==> config.mk <==
export PLATFORM = sky130hd
export DESIGN_NAME = ReplayQueue
export DESIGN_NICKNAME = d
export VERILOG_FILES = /design/src/rtl/ReplayQueuePkg.sv /design/src/rtl/ReplayQueueStorage.sv /design/src/rtl/FlushRangeTracker.sv /design/src/rtl/ReplayPopControl.sv /design/src/rtl/ReplayQueue.sv
export VERILOG_INCLUDE_DIRS = /design/src /design/src/rtl
export SDC_FILE = /design/constraint.sdc
export NUM_CORES = 1
export LEC_CHECK = 0
export ABC_CLOCK_PERIOD_IN_PS = 9600
export BUFFER_PORTS_ARGS = -buffer_cell sky130_fd_sc_hd__buf_2
export CAP_MARGIN = 20
export CORE_MARGIN = 10
export CORE_UTILIZATION = 49
export CTS_CLUSTER_SIZE = 40
export DETAILED_ROUTE_END_ITERATION = 8
export GPL_TIMING_DRIVEN = 0
export PLACE_DENSITY = 0.79
export SYNTH_ARGS = -nofsm -noshare
export SYNTH_HDL_FRONTEND = slang
export SYNTH_SLANG_ARGS = --single-unit
==> constraint.sdc <==
create_clock -name clock -period 9.6 [get_ports clock]
set_input_delay 1.44 -clock clock [delete_from_list [all_inputs] [get_ports clock]]
set_output_delay 1.44 -clock clock [all_outputs]
set_load 0.02 [all_outputs]
==> src/rtl/ReplayQueue_consts.svh <==
/*
 * Sizes of the issue-stage replay queue.
 * Included by the package and by every module that sizes ports or state.
 */
`ifndef REPLAY_QUEUE_CONSTS_SVH
`define REPLAY_QUEUE_CONSTS_SVH

// Issue lanes recorded per cycle
`define RQ_INT_LANES 2
`define RQ_MEM_LANES 2

// Queue depth and pointer widths
`define RQ_ENTRIES 16
`define RQ_INDEX_BITS 4
`define RQ_COUNT_BITS 5

// Longest gap kept between two recorded groups
`define RQ_MAX_INTERVAL 7
`define RQ_INTERVAL_BITS 3

// Groups still in flight after the upper stages stall
`define RQ_MEM_LATENCY 3

// Miss status holding registers
`define RQ_MSHR_NUM 4
`define RQ_MSHR_BITS 2

// Active-list position width
`define RQ_AL_BITS 5

`endif

==> src/rtl/ReplayQueuePkg.sv <==
/*
 * Types shared by the replay queue blocks.
 * Modules pull these in with a wildcard import in their header.
 */
`include "ReplayQueue_consts.svh"

package ReplayQueuePkg;

    typedef logic [`RQ_AL_BITS-1:0] ActiveListIndex;
    typedef logic [`RQ_MSHR_BITS-1:0] MshrIndex;

    // Order matters, readiness is a compare against PhaseWriteCache
    typedef enum logic [2:0] {
        PhaseFree        = 3'd0,
        PhaseMissRequest = 3'd1,
        PhaseMissWait    = 3'd2,
        PhaseWriteCache  = 3'd3,
        PhaseDone        = 3'd4
    } MshrPhase;

    typedef struct packed {
        ActiveListIndex activeListPtr;
        logic [15:0] tag;
    } IntOp;

    typedef struct packed {
        ActiveListIndex activeListPtr;
        logic isLoad;
        logic hasMshr;
        MshrIndex mshrId;
        logic [15:0] tag;
    } MemOp;

    // One recorded issue group plus its distance from the previous group
    typedef struct packed {
        logic [`RQ_INT_LANES-1:0] intValid;
        IntOp [`RQ_INT_LANES-1:0] intData;
        logic [`RQ_MEM_LANES-1:0] memValid;
        MemOp [`RQ_MEM_LANES-1:0] memData;
        logic [`RQ_INTERVAL_BITS-1:0] replayInterval;
    } QueueEntry;

endpackage

==> src/rtl/ReplayQueueStorage.sv <==
/*
 * Circular store of recorded issue groups.
 * Decides the push, stamps each group with its arrival gap and
 * presents the head entry combinationally to the pop side.
 */
`timescale 1ns/1ns
`include "ReplayQueue_consts.svh"

module ReplayQueueStorage
    import ReplayQueuePkg::*;
(
    input  logic clock,
    input  logic reset,
    input  logic [`RQ_INT_LANES-1:0] intRecordValid,
    input  IntOp [`RQ_INT_LANES-1:0] intRecordData,
    input  logic [`RQ_MEM_LANES-1:0] memRecordValid,
    input  MemOp [`RQ_MEM_LANES-1:0] memRecordData,
    input  logic pop,
    output QueueEntry headEntry,
    output logic empty,
    output logic [`RQ_COUNT_BITS-1:0] count
);

    QueueEntry entries [`RQ_ENTRIES];
    QueueEntry recordEntry;

    logic [`RQ_INDEX_BITS-1:0] headPtr;
    logic [`RQ_INDEX_BITS-1:0] tailPtr;
    logic [`RQ_COUNT_BITS-1:0] validCount;
    logic [`RQ_INTERVAL_BITS-1:0] arrivalInterval;

    logic full;
    logic push;
    logic recordValid;
    logic headValid;

    assign recordValid = (|intRecordValid) || (|memRecordValid);
    assign headValid = (|headEntry.intValid) || (|headEntry.memValid);

    assign full = (count == `RQ_ENTRIES);
    assign empty = (count == '0);

    // Empty groups are kept only while a valid op waits, so gaps survive
    assign push = !full && (recordValid || validCount != '0);

    always_comb begin
        recordEntry.intValid = intRecordValid;
        recordEntry.intData = intRecordData;
        recordEntry.memValid = memRecordValid;
        recordEntry.memData = memRecordData;
        recordEntry.replayInterval = arrivalInterval;
    end

    always_ff @(posedge clock) begin
        if (push) begin
            entries[tailPtr] <= recordEntry;
        end
    end

    assign headEntry = entries[headPtr];

    always_ff @(posedge clock) begin
        if (reset) begin
            headPtr <= '0;
            tailPtr <= '0;
            count <= '0;
            validCount <= '0;
            arrivalInterval <= '0;
        end else begin
            headPtr <= headPtr + `RQ_INDEX_BITS'(pop);
            tailPtr <= tailPtr + `RQ_INDEX_BITS'(push);
            count <= count + `RQ_COUNT_BITS'(push) - `RQ_COUNT_BITS'(pop);
            validCount <= validCount + `RQ_COUNT_BITS'(push && recordValid)
                - `RQ_COUNT_BITS'(pop && headValid);
            // Cycles since the last push, saturating
            if (push) begin
                arrivalInterval <= '0;
            end else if (arrivalInterval < `RQ_MAX_INTERVAL) begin
                arrivalInterval <= arrivalInterval + 1'b1;
            end
        end
    end

    // Count stays within the depth, so no push lands on a full queue
    assert property (@(posedge clock) disable iff (reset)
        count <= `RQ_ENTRIES);

endmodule

==> src/rtl/FlushRangeTracker.sv <==
/*
 * Flush detection for the lanes of the head entry.
 * Holds the latest recovery range until every entry queued at that
 * time has replayed, and checks it together with the live range.
 */
`timescale 1ns/1ns
`include "ReplayQueue_consts.svh"

module FlushRangeTracker
    import ReplayQueuePkg::*;
(
    input  logic clock,
    input  logic reset,
    input  logic toRecovery,
    input  ActiveListIndex flushHead,
    input  ActiveListIndex flushTail,
    input  logic flushAll,
    input  logic [`RQ_COUNT_BITS-1:0] count,
    input  logic replay,
    input  QueueEntry headEntry,
    output logic [`RQ_INT_LANES-1:0] intFlushed,
    output logic [`RQ_MEM_LANES-1:0] memFlushed,
    output logic flushedOpExist
);

    ActiveListIndex rangeHead;
    ActiveListIndex rangeTail;
    logic rangeAll;
    logic [`RQ_COUNT_BITS-1:0] flushEntryCount;

    // Range runs from head up to, not including, tail and may wrap
    function automatic logic inFlushRange(input logic active, input ActiveListIndex head,
                                          input ActiveListIndex tail, input logic all,
                                          input ActiveListIndex ptr);
        logic covered;
        if (head <= tail) begin
            covered = (ptr >= head) && (ptr < tail);
        end else begin
            covered = (ptr >= head) || (ptr < tail);
        end
        return active && (all || covered);
    endfunction

    always_ff @(posedge clock) begin
        if (reset) begin
            flushEntryCount <= '0;
        end else if (toRecovery) begin
            flushEntryCount <= count;
        end else if (flushEntryCount != '0 && replay) begin
            flushEntryCount <= flushEntryCount - 1'b1;
        end
    end

    always_ff @(posedge clock) begin
        if (toRecovery) begin
            rangeHead <= flushHead;
            rangeTail <= flushTail;
            rangeAll <= flushAll;
        end
    end

    assign flushedOpExist = (flushEntryCount != '0);

    // Live range covers the cycle before the stored range takes effect
    always_comb begin
        for (int i = 0; i < `RQ_INT_LANES; i++) begin
            intFlushed[i] =
                inFlushRange(toRecovery, flushHead, flushTail, flushAll,
                             headEntry.intData[i].activeListPtr) ||
                inFlushRange(flushedOpExist, rangeHead, rangeTail, rangeAll,
                             headEntry.intData[i].activeListPtr);
        end
        for (int i = 0; i < `RQ_MEM_LANES; i++) begin
            memFlushed[i] =
                inFlushRange(toRecovery, flushHead, flushTail, flushAll,
                             headEntry.memData[i].activeListPtr) ||
                inFlushRange(flushedOpExist, rangeHead, rangeTail, rangeAll,
                             headEntry.memData[i].activeListPtr);
        end
    end

endmodule

==> src/rtl/ReplayPopControl.sv <==
/*
 * Replay side of the queue.
 * Pops the head once its recorded gap has passed and no load in it
 * waits on an MSHR, registers the replayed group and drives the stall.
 */
`timescale 1ns/1ns
`include "ReplayQueue_consts.svh"

module ReplayPopControl
    import ReplayQueuePkg::*;
(
    input  logic clock,
    input  logic reset,
    input  QueueEntry headEntry,
    input  logic empty,
    input  logic [`RQ_COUNT_BITS-1:0] count,
    input  logic [`RQ_INT_LANES-1:0] intFlushed,
    input  logic [`RQ_MEM_LANES-1:0] memFlushed,
    input  logic [`RQ_MSHR_NUM-1:0] mshrValid,
    input  MshrPhase [`RQ_MSHR_NUM-1:0] mshrPhase,
    output logic pop,
    output logic replay,
    output logic [`RQ_INT_LANES-1:0] intReplayValid,
    output IntOp [`RQ_INT_LANES-1:0] intReplayData,
    output logic [`RQ_MEM_LANES-1:0] memReplayValid,
    output MemOp [`RQ_MEM_LANES-1:0] memReplayData,
    output logic stallUpper
);

    logic [`RQ_INTERVAL_BITS-1:0] sincePop;
    logic [`RQ_MEM_LANES-1:0] loadBlocked;
    logic headValid;
    logic intervalMet;
    logic almostFull;

    assign headValid = (|headEntry.intValid) || (|headEntry.memValid);
    assign intervalMet = (sincePop >= headEntry.replayInterval);

    // Flushed loads never wait, their MSHR may be gone already
    always_comb begin
        for (int i = 0; i < `RQ_MEM_LANES; i++) begin
            loadBlocked[i] = headEntry.memValid[i] && !memFlushed[i] &&
                headEntry.memData[i].isLoad && headEntry.memData[i].hasMshr &&
                mshrValid[headEntry.memData[i].mshrId] &&
                (mshrPhase[headEntry.memData[i].mshrId] < PhaseWriteCache);
        end
    end

    assign pop = !empty && intervalMet && !(|loadBlocked);

    always_ff @(posedge clock) begin
        if (reset) begin
            sincePop <= '0;
        end else if (pop) begin
            sincePop <= '0;
        end else if (sincePop < `RQ_MAX_INTERVAL) begin
            sincePop <= sincePop + 1'b1;
        end
    end

    // Registered replay group
    always_ff @(posedge clock) begin
        if (reset) begin
            replay <= 1'b0;
            intReplayValid <= '0;
            memReplayValid <= '0;
        end else begin
            replay <= pop && headValid;
            intReplayValid <= {`RQ_INT_LANES{pop}} & headEntry.intValid & ~intFlushed;
            memReplayValid <= {`RQ_MEM_LANES{pop}} & headEntry.memValid & ~memFlushed;
        end
    end

    always_ff @(posedge clock) begin
        intReplayData <= headEntry.intData;
        memReplayData <= headEntry.memData;
    end

    // Leave room for the groups already in flight behind the stall
    assign almostFull = (count >= (`RQ_ENTRIES - `RQ_MEM_LATENCY));
    assign stallUpper = replay || almostFull;

    // Never pops while the store holds no entries
    assert property (@(posedge clock) disable iff (reset)
        pop |-> count != '0);

endmodule

==> src/rtl/ReplayQueue.sv <==
/*
 * Issue-stage replay queue, top level.
 * Connects the entry store, the flush range tracker and the pop control.
 */
`timescale 1ns/1ns
`include "ReplayQueue_consts.svh"

module ReplayQueue
    import ReplayQueuePkg::*;
(
    input  logic clock,
    input  logic reset,
    input  logic [`RQ_INT_LANES-1:0] intRecordValid,
    input  IntOp [`RQ_INT_LANES-1:0] intRecordData,
    input  logic [`RQ_MEM_LANES-1:0] memRecordValid,
    input  MemOp [`RQ_MEM_LANES-1:0] memRecordData,
    input  logic [`RQ_MSHR_NUM-1:0] mshrValid,
    input  MshrPhase [`RQ_MSHR_NUM-1:0] mshrPhase,
    input  logic toRecovery,
    input  ActiveListIndex flushHead,
    input  ActiveListIndex flushTail,
    input  logic flushAll,
    output logic [`RQ_INT_LANES-1:0] intReplayValid,
    output IntOp [`RQ_INT_LANES-1:0] intReplayData,
    output logic [`RQ_MEM_LANES-1:0] memReplayValid,
    output MemOp [`RQ_MEM_LANES-1:0] memReplayData,
    output logic replay,
    output logic stallUpper,
    output logic flushedOpExist
);

    QueueEntry headEntry;
    logic empty;
    logic [`RQ_COUNT_BITS-1:0] count;
    logic pop;
    logic [`RQ_INT_LANES-1:0] intFlushed;
    logic [`RQ_MEM_LANES-1:0] memFlushed;

    ReplayQueueStorage storage (
        .clock, .reset, .intRecordValid, .intRecordData, .memRecordValid,
        .memRecordData, .pop, .headEntry, .empty, .count
    );

    FlushRangeTracker flushTracker (
        .clock, .reset, .toRecovery, .flushHead, .flushTail, .flushAll, .count,
        .replay, .headEntry, .intFlushed, .memFlushed, .flushedOpExist
    );

    ReplayPopControl popControl (
        .clock, .reset, .headEntry, .empty, .count, .intFlushed, .memFlushed,
        .mshrValid, .mshrPhase, .pop, .replay, .intReplayValid, .intReplayData,
        .memReplayValid, .memReplayData, .stallUpper
    );

endmodule

Word-level counts from Yosys, hierarchy flattened
Memory sizes are Yosys's and may differ from the RTL's. A register that Yosys moved wholly into a read port is not among the register bits.
Index checks and enable logic that the tools add are counted.
{ "classes": {"add_sub_neg": 9, "n_lt_le_gt_ge": 26, "eq_ne": 1, "mux": 21, "bitwise": 6, "n_reduce_logical": 72} }
{ "op_table": {"columns": ["operator", "count"], "rows": [
  ["greater-or-equal comparator 5 bit", 8],
  ["less-than comparator 5 bit", 8],
  ["logical AND 1 bit", 32],
  ["logical OR 1 bit", 24],
  ["OR reduction 2 bit", 7],
  ["binary-select mux 3 bit (select 2 bit)", 2],
  ["2-to-1 mux 1 bit", 12],
  ["adder 5 x 1 -> 5 bit", 2],
  ["less-or-equal comparator 5 bit", 2],
  ["2-to-1 mux 5 bit", 2],
  ["nonzero test 5 bit", 2],
  ["subtractor 5 x 1 -> 5 bit", 2],
  ["adder 4 x 1 -> 4 bit", 2],
  ["bitwise AND 2 bit", 4],
  ["adder 3 x 1 -> 3 bit (second input constant)", 2],
  ["less-than comparator 2 x 3 -> 1 bit (second input constant)", 2],
  ["less-than comparator 3 x 2 -> 1 bit (second input constant)", 2],
  ["less-than comparator 3 bit (second input constant)", 2],
  ["2-to-1 mux 3 bit", 2],
  ["== test 5 bit (second input constant)", 1],
  ["greater-or-equal comparator 5 x 4 -> 1 bit (second input constant)", 1],
  ["logical NOT 1 bit", 5],
  ["logical NOT 5 bit", 1],
  ["subtractor 5 x 1 -> 5 bit (second input constant)", 1],
  ["other kinds (5)", 7]
]} }
{ "word_totals": {"regBits": 137, "mem_bits_rw": 1584, "input_bits": 126, "elab_cells": 163, "n_memories": 1} }
{ "memory_table": {"columns": ["name", "words", "width", "rd", "rd_ports_with_merged_regs", "wr", "line_no", "text"], "rows": [
  ["storage.entries", 16, 99, 1, 1, 1, "ReplayQueueStorage.sv:24", "QueueEntry entries [`RQ_ENTRIES];"]
]} }

Logic depth before layout (Yosys ltp)
Gate-level depths: netlist of run 1.
{ "logic_depth": {"word_depth": 17, "depth_mapped": 30, "ltp_nobuf": 23} }

Hierarchy
Synthesis of run 1 repeated with hierarchy kept, for this count alone.
{ "unflattened": {"cells_unflattened": 2787, "area_unflattened_um2": 65673.0} }
{ "by_module_without_submodules": {"columns": ["module", "n_inst", "cells_per_inst", "area_each_um2", "seq_area_each_um2"], "rows": [
  ["ReplayQueueStorage", 1, 2342, 60728.2, 47986.0],
  ["FlushRangeTracker", 1, 291, 2538.7, 430.4],
  ["ReplayPopControl", 1, 154, 2406.1, 2001.9]
]} }

Worst setup path after synthesis of run 1
Ideal clock, no wire load.
{ "synth_path": {"kind": "input-to-reg", "start": "input intRecordValid[1]", "end": "memory storage.entries[0][0] in the netlist's numbering, enable pin", "arrival_time_ps": 9117, "required_ps": 8922, "slack_ps": -195, "cell_stages": 4, "n_path_buf": 0, "path_cell_list": "nor4_1 > a41oi_1 > or3b_2 > nor3_1"} }
{ "synth_via": {"elab_chain_len": 6} }
{ "synth_lines": {"columns": ["item", "line_no", "text"], "rows": [
  ["from (decl)", "ReplayQueue.sv:13", "input logic [`RQ_INT_LANES-1:0] intRecordValid,"],
  ["OR reduction 2 bit", "ReplayQueueStorage.sv:37", "assign recordValid = (|intRecordValid) || (|memRecordValid);"],
  ["logical OR 1 bit", "ReplayQueueStorage.sv:37", null],
  ["logical OR 1 bit", "ReplayQueueStorage.sv:44", "assign push = !full && (recordValid || validCount != '0);"],
  ["logical AND 1 bit", "ReplayQueueStorage.sv:44", null],
  ["2-to-1 mux 1 bit", "ReplayQueueStorage.sv:55", "if (push) begin"],
  ["2-to-1 mux 1 bit (not written as such)", "ReplayQueueStorage.sv:56", "entries[tailPtr] <= recordEntry;"],
  ["to (decl)", "ReplayQueueStorage.sv:24", null]
]} }
Every way passes these cells.

==> results.md, run 1 <==
- Capturing element type of the critical path: register
- Number of instances resized during post-cts repair: 0
- Top-level I/O count: 225
- Routability congestion estimate from global placement: 0.8203
- Peak Freq: 0.1078 GHz
- Type of the worst setup path: register to register
- Finish-stage setup viols: 0
- Via count of the first global-routing pass: 36600
- Worst slew margin relative to its limit: 0.2001
- Share of flip-flops with an asynchronous set or reset after synthesis: 0
- Final critical-path required period: 9.275 ns
- Hold_ws: 0.5602 ns
- Number of routed nets with antenna violations: 0
- Number of buffers between clock root and the deepest sink: 3
- Inserted Clock Buffers: 163
- Largest area contributor in the netlist: sky130_fd_sc_hd__edfxtp_1
- Number of optimization iterations in the first detailed-route pass: 6
- CP max stage cell: sky130_fd_sc_hd__clkbuf_1
- Post-Syn Area per Cell: 19.56 µm²
- CTS tree: done
- IO Port Bufs: 224
- Most frequent cells in the layout: 1595 x sky130_fd_sc_hd__edfxtp_1, 368 x sky130_fd_sc_hd__mux2i_1, 266 x sky130_fd_sc_hd__buf_2, 218 x sky130_fd_sc_hd__mux4_2, 183 x sky130_fd_sc_hd__a221oi_1
- Largest cells by area after synthesis: sky130_fd_sc_hd__edfxtp_1 72%, sky130_fd_sc_hd__mux4_2 7.4%, sky130_fd_sc_hd__mux2i_1 5.6%
- Clock Tree Root: sky130_fd_sc_hd__clkbuf_16
- Detailed placement HPWL: 109100 µm
- Sinks on the clock net: 1721
- Crit-path max cell delay: 0.92 ns
- Final-layout fill cell count: 9246
- Area added between synthesis and finish: 16.15%
- Number of antenna violations at the first check in global routing: 46
- CTS clock-pin slew for the worst setup and hold paths: 0.06 ns
- Buffer count from post-CTS setup fixing: 0
- Power density over the cells: 276.0 mW/mm²
- Post-Synthesis Cells: 3392
- Yosys warnings: 0
- Number of buffers added to fix hold violations after cts: 0
- Final Slew Violations: 0
- Worst clock skew: 0.02998 ns
- Required @ worst endpoint: 10.31 ns
- Area used by multi-input combinational logic: 0.01505 mm²
- Biggest fanout along the worst timing path: 10
- Die area: 0.1505 mm²
- Total overflow reported by the global router: 0
- Synth cell types: 66
- Final net count: 4117
- Most common cell after layout, fill and taps aside: sky130_fd_sc_hd__edfxtp_1
- Largest net degree at the start of global routing: 28
- # H-tree levels: 4
- Die Y-Extent: 388 µm
- Post-detailed-route DRC marker count: 0
- Register bit count reported by yosys: 1721
- Initial standard-cell utilization of the core: 0.4954
- Cell leakage power: 25.51 nW
- Clk Latency, worst-skew pair: 0.80 ns
- Accumulated negative setup slack: 0 ns
- Die Width: 388 µm
- Total vias in the final route: 36250
- Wire length of the first global-routing pass: 246100 µm
- Register cell area after layout: 0.05042 mm²
- WL per Instance: 29.27 µm
- Number of enable flip-flop cells after synthesis: 1595
- Transition time at the pin with the least slew margin: 1.200 ns
- MaxCap Viol Count: 0
- Core ar.: 0.1340 mm²
- Worst vdd rail ir drop: 190.7 µV
- Worst path bufs/invs: 7
- Number of placement rows: 134
- Total Wirelength: 169800 µm
- Dominant delay contributor by cell family on the critical path: buffers and inverters
- Hold violation total from the final report: 0
- Worst EP arrival: 9.99 ns
- Global-route usage over all layers: 0.2198
- CP startpoint kind: register
- Via-to-Cell Ratio: 6.248
- Commonest register cell after synthesis: sky130_fd_sc_hd__edfxtp_1
- Path type of the worst min-delay path: register to register
- Fraction of layout cells with a size suffix above 1: 0.2186
- Number of DRC markers in iteration 0: 4635
- Share of synthesized area occupied by flip-flops and latches: 0.7598
- Top-area cell type share of the netlist area: 0.7218
- Unrepaired setup endpoints after global routing: false
- Run status: completed
- Netlist area before placement: 0.06636 mm²
- Worst reg-to-reg setup slack: 0.32 ns
- Period Utilization, post-route: 0.9662
- Synthesized netlist net count: 3626
-- Yosys cell counts, types with 42 or more instances --
master / instances
sky130_fd_sc_hd__nand2_1: 110
sky130_fd_sc_hd__edfxtp_1: 1595
sky130_fd_sc_hd__clkbuf_1: 93
sky130_fd_sc_hd__a221oi_1: 183
sky130_fd_sc_hd__mux2i_1: 368
sky130_fd_sc_hd__ha_1: 106
sky130_fd_sc_hd__buf_2: 42
sky130_fd_sc_hd__nor2_1: 51
sky130_fd_sc_hd__o21ai_0: 108
sky130_fd_sc_hd__dfxtp_1: 126
sky130_fd_sc_hd__a22oi_1: 89
sky130_fd_sc_hd__mux4_2: 218
sky130_fd_sc_hd__inv_1: 49
-- state kept, by name, summed over array words and instances, names as in the netlist, 3 cells and up --
name,count
storage.entries,1584
popControl.memReplayData,50
popControl.intReplayData,42
flushTracker.flushEntryCount,5
flushTracker.rangeHead,5
flushTracker.rangeTail,5
storage.count,5
storage.validCount,5
storage.headPtr,4
storage.tailPtr,4
popControl.sincePop,3
storage.arrivalInterval,3
-- cell type report --
| type | count | share of cell area |
|---|---|---|
| inverters | 50 | 0.002435 |
| clock inverters | 67 | 0.01102 |
| diodes | 16 | 0.0005195 |
| well taps | 1768 | 0.02870 |
| multi-input cells | 1451 | 0.1953 |
| plain buffers | 170 | 0.01063 |
| clock buffers | 232 | 0.05948 |
| flip-flops and latches | 1721 | 0.6542 |
| repair buffers | 326 | 0.03779 |
-- worst register-to-register path: stages, from the launching register on --
cell and delay [ns]:
sky130_fd_sc_hd__dfxtp_1 0.42, sky130_fd_sc_hd__buf_6 0.20, sky130_fd_sc_hd__buf_2 0.31, sky130_fd_sc_hd__buf_1 0.60
sky130_fd_sc_hd__clkbuf_1 0.78, sky130_fd_sc_hd__clkbuf_1 0.91, sky130_fd_sc_hd__clkbuf_1 0.94, sky130_fd_sc_hd__mux4_2 0.44
sky130_fd_sc_hd__a22oi_1 0.21, sky130_fd_sc_hd__nand2_1 0.32, sky130_fd_sc_hd__ha_1 0.42, sky130_fd_sc_hd__a21o_1 0.17
sky130_fd_sc_hd__a2111oi_0 0.78, sky130_fd_sc_hd__and3_1 0.26, sky130_fd_sc_hd__a31oi_1 0.05, sky130_fd_sc_hd__a21oi_1 0.33
sky130_fd_sc_hd__o41ai_4 0.20, sky130_fd_sc_hd__nor3_1 0.22, sky130_fd_sc_hd__ha_1 0.14, sky130_fd_sc_hd__inv_1 0.04
sky130_fd_sc_hd__ha_1 0.20, sky130_fd_sc_hd__fa_1 0.44, sky130_fd_sc_hd__a21oi_1 0.16, sky130_fd_sc_hd__nor2_1 0.07
sky130_fd_sc_hd__or3_1 0.39, sky130_fd_sc_hd__a21oi_1 0.20
-- worst paths after layout --
path,to,depth (start not counted),start
hold reg to reg,flushTracker.flushEntryCount[0],2,storage.count[0]
hold / removal,flushTracker.flushEntryCount[0],2,storage.count[0]
setup reg to reg,storage.validCount[4],25,storage.headPtr[1]
setup / recovery,storage.validCount[4],25,storage.headPtr[1]
-- cells by family (layout without fill, tap and decap cells) --
| group | count (synthesis) | after routing | synth area share |
|---|---|---|---|
| xor+xnor | 12 | 12 | 0.001584 |
| compound gates | 491 | 491 | 0.05427 |
| simple gates | 245 | 245 | 0.01710 |
| fa+ha+maj | 110 | 110 | 0.02089 |
| buf+inv | 220 | 845 | 0.01518 |
| mux | 593 | 593 | 0.1312 |
| other cells | 0 | 16 | 0 |
| flops | 1721 | 1721 | 0.7598 |
-- where the power goes --
part           total [mW]  internal (mW)  switching (mW)
Clock                6.52           3.80            2.73
Combinational        5.29           2.08            3.21
Sequential           9.47           9.21           0.258
Total                21.3           15.1            6.19
-- routing by layer --
metal  wire (µm)  track usage  part of all wire  up-vias
li1            -            -                 -    15040
met1       61360       0.2728              0.36    18500
met2       83510       0.3672              0.49     2188
met3       17400      0.05696              0.10      475
met4        7255      0.08924             0.043       42
met5         257            0            0.0015        -
-- stage by stage --
| step | setup WS (ns) | power (mW) | utilization | cell area [µm²] | cells |
|---|---|---|---|---|---|
| 4_1_cts | 0.5798 | 21.34 | 0.5750 | 77030 | 5785 |
| 6_report | 0.3246 | 21.27 | 0.5753 | 77070 | 5801 |
| 3_5_place_dp | 0.7516 | 14.83 | 0.5345 | 71600 | 5486 |
| 2_1_floorplan | 0.1088 | 12.82 | - | 66360 | 3392 |
| 3_3_place_gp | -8.783 | 14.54 | 0.5203 | 69700 | 5384 |
| 5_1_grt | 0.1224 | 22.00 | 0.5751 | 77040 | 5789 |
Power figures use the tool's default switching activity.
==> run 2, diff against run 1 <==
--- a/config.mk
+++ b/config.mk
@@ -8,12 +8,10 @@
 export LEC_CHECK = 0
 export ABC_CLOCK_PERIOD_IN_PS = 9600
 export BUFFER_PORTS_ARGS = -buffer_cell sky130_fd_sc_hd__buf_2
-export CAP_MARGIN = 20
 export CORE_MARGIN = 10
 export CORE_UTILIZATION = 49
 export CTS_CLUSTER_SIZE = 40
 export DETAILED_ROUTE_END_ITERATION = 8
-export GPL_TIMING_DRIVEN = 0
 export PLACE_DENSITY = 0.79
 export SYNTH_ARGS = -nofsm -noshare
 export SYNTH_HDL_FRONTEND = slang
==> run 2 against run 1 <==
  * Sequential power up 0.6%
  * Setup slack better by 2.6 ns
  * Clock power down 0.6%
  * Core utilization down 1.5 points
  * Wire length down 9.1%
  * Worst hold slack worse by 0.012 ns
  * Die area unchanged
  * Power down 2.8%
  * Non-clock buffer count down 211
==> results.md, run 2 (synthesized netlist as in run 1, its figures left out) <==
- Via count of the first global-routing pass: 34590 (-5.5%)
- Total power of the final layout: 20.69 mW (-2.8%)
- Core ar.: 0.1340 mm² (unchanged)
- Post-detailed-route DRC marker count: 0 (unchanged)
- Met3 routing resource usage after global routing: 0.04605 (-0.01092)
- Number of buffers between clock root and the deepest sink: 3 (unchanged)
- Buffer count from post-CTS setup fixing: 0 (unchanged)
- Capturing element type of the critical path: register
- Worst slew margin relative to its limit: 0.1927 (-0.007434)
- Biggest fanout along the worst timing path: 77 (+67)
- MaxCap Viol Count: 0 (unchanged)
- Die Width: 388 µm (unchanged)
- Core occupancy in the finished layout: 0.5601 (-0.01528)
- Largest net degree at the start of global routing: 159 (+470%)
- CTS clock-pin slew for the worst setup and hold paths: 0.06 ns (about the same)
- Most frequent cells in the layout: 1595 x sky130_fd_sc_hd__edfxtp_1, 368 x sky130_fd_sc_hd__mux2i_1, 224 x sky130_fd_sc_hd__buf_2, 218 x sky130_fd_sc_hd__mux4_2, 183 x sky130_fd_sc_hd__a221oi_1
- Area added between synthesis and finish: 13.06%
- Clk Latency, worst-skew pair: 0.80 ns (about the same)
- Biggest registers after layout: storage.entries: 1584 flops, popControl.memReplayData: 50 flops, popControl.intReplayData: 42 flops
- Most flops, register: storage.entries
- IO Port Bufs: 224 (unchanged)
- Worst clock skew: 0.02974 ns (-0.0002431 ns)
- Number of DRC markers in iteration 0: 4179 (-9.8%)
- Run status: completed
- Final net count: 3909 (-5.1%)
- Path type of the worst min-delay path: register to register
- Detailed placement HPWL: 81920 µm (-25%)
- Clock Tree Root: sky130_fd_sc_hd__clkbuf_16
- CP startpoint kind: register
- Peak Freq: 0.1488 GHz (+38%)
- Worst vdd rail ir drop: 283.4 µV (+49%)
- Unrepaired setup endpoints after global routing: false
- Placed instance count: 5275 (-3.8%)
- Global-route usage over all layers: 0.2008 (-0.01907)
- Type of the worst setup path: register to register
- Number of antenna violations at the first check in global routing: 45 (-2.2%)
- Finish-stage setup viols: 0 (unchanged)
- Number of buffers added to fix hold violations after cts: 0 (unchanged)
- Worst EP arrival: 7.44 ns (-2.55 ns)
- Accumulated negative setup slack: 0 ns (unchanged)
- Inserted Clock Buffers: 166 (+1.8%)
- Most common cell after layout, fill and taps aside: sky130_fd_sc_hd__edfxtp_1
- Total overflow reported by the global router: 0 (unchanged)
- Routability congestion estimate from global placement: 0.8293 (+1.1%)
- CTS tree: done
- Final critical-path required period: 6.722 ns (-2.553 ns)
- Transition time at the pin with the least slew margin: 1.208 ns (+0.008284 ns)
- Sinks on the clock net: 1721 (unchanged)
- # H-tree levels: 4 (unchanged)
- GR Layer Usage met2: 0.3270 (-0.04019)
- Period Utilization, post-route: 0.7002 (-0.2660)
- WL per Instance: 27.58 µm (-5.8%)
- Number of instances resized during post-cts repair: 0 (unchanged)
- Total vias in the final route: 34370 (-5.2%)
- Total Wirelength: 154400 µm (-9.1%)
- Final Slew Violations: 0 (unchanged)
- Initial standard-cell utilization of the core: 0.4954 (unchanged)
- Fraction of layout cells with a size suffix above 1: 0.2053 (-0.01327)
- Worst reg-to-reg setup slack: 2.88 ns (+2.55 ns)
- Met1 usage in global routing: 0.2705 (-0.002323)
- Number of routed nets with antenna violations: 0 (unchanged)
- Die Y-Extent: 388 µm (unchanged)
- Top-level I/O count: 225 (unchanged)
- Number of optimization iterations in the first detailed-route pass: 6 (unchanged)
- Busiest grt layer: met2
- Final non-filler cell total: 5598 (-3.5%)
- Power density over the cells: 275.7 mW/mm² (-0.11%)
- Die area: 0.1505 mm² (unchanged)
- Via-to-Cell Ratio: 6.139 (-1.7%)
- Number of placement rows: 134 (unchanged)
- Hold violation total from the final report: 0 (unchanged)
- Required @ worst endpoint: 10.32 ns (about the same)
- Wire length of the first global-routing pass: 228200 µm (-7.3%)
- Cell leakage power: 24.60 nW (-3.6%)
- Flip-flop count of the largest register, all copies and words added: 1584 (unchanged)
## run 2: final timing paths
| path | cells after the start | startpoint | end |
|---|---|---|---|
| worst max-delay path | 20 | storage.headPtr[2] | storage.validCount[4] |
| worst min register to register | 2 | storage.count[0] | flushTracker.flushEntryCount[0] |
| worst max register to register | 20 | storage.headPtr[2] | storage.validCount[4] |
| worst min-delay path | 2 | storage.count[0] | flushTracker.flushEntryCount[0] |
## run 2: critical path, cell delays in order (launching register included)
cell and delay, ns:
sky130_fd_sc_hd__dfxtp_4 1.02, sky130_fd_sc_hd__nor2b_4 0.31, sky130_fd_sc_hd__buf_4 0.83, sky130_fd_sc_hd__a221oi_1 0.28, sky130_fd_sc_hd__o21ai_0 0.28, sky130_fd_sc_hd__nand2_1 0.30, sky130_fd_sc_hd__ha_1 0.40, sky130_fd_sc_hd__a21oi_1 0.12
sky130_fd_sc_hd__o21ai_0 0.12, sky130_fd_sc_hd__a2111oi_0 0.45, sky130_fd_sc_hd__a21oi_1 0.20, sky130_fd_sc_hd__o41ai_4 0.51, sky130_fd_sc_hd__nor3_1 0.14, sky130_fd_sc_hd__ha_1 0.29, sky130_fd_sc_hd__inv_1 0.04, sky130_fd_sc_hd__ha_1 0.20
sky130_fd_sc_hd__fa_1 0.43, sky130_fd_sc_hd__a21oi_1 0.16, sky130_fd_sc_hd__nor2_1 0.06, sky130_fd_sc_hd__or3_1 0.34, sky130_fd_sc_hd__a21oi_1 0.13
## run 2: metrics by stage
stage	cell area (µm²)	hold WS [ns]	setup WS, ns
6_report	75030	0.5484	2.878
5_1_grt	75010	0.5699	2.465
4_1_cts	74990	0.5365	2.946
3_5_place_dp	69540	0.5314	2.976
3_3_place_gp	69540	0.5044	3.062
2_1_floorplan	66360	0.4758	0.1088
## run 2: layout make-up
| type | instances | area (µm²) |
|---|---|---|
| antenna | 16 | 40.04 |
| clock buffer | 223 | 4559 |
| multi-input combinational | 1451 | 15060 |
| fill | 9554 | 58930 |
| tap | 1768 | 2212 |
| timing repair buffer | 285 | 1642 |
| clock inverter | 84 | 890.9 |
| inverter | 50 | 190.2 |
| sequential | 1721 | 50430 |
## run 2: where the power goes
part | internal [mW] | total [mW] | switching, mW | leakage, nW
logic | 1.80 | 4.67 | 2.87 | 6.34
registers | 9.23 | 9.53 | 0.303 | 15.6
clock network | 3.71 | 6.48 | 2.77 | 2.68
total | 14.7 | 20.7 | 5.94 | 24.6
## run 2: per-layer routing
layer | share of wire | vias up
li1 | - | 14600
met1 | 0.40 | 17850
met2 | 0.49 | 1595
met3 | 0.087 | 298
met4 | 0.023 | 28
met5 | 0.0011 | -
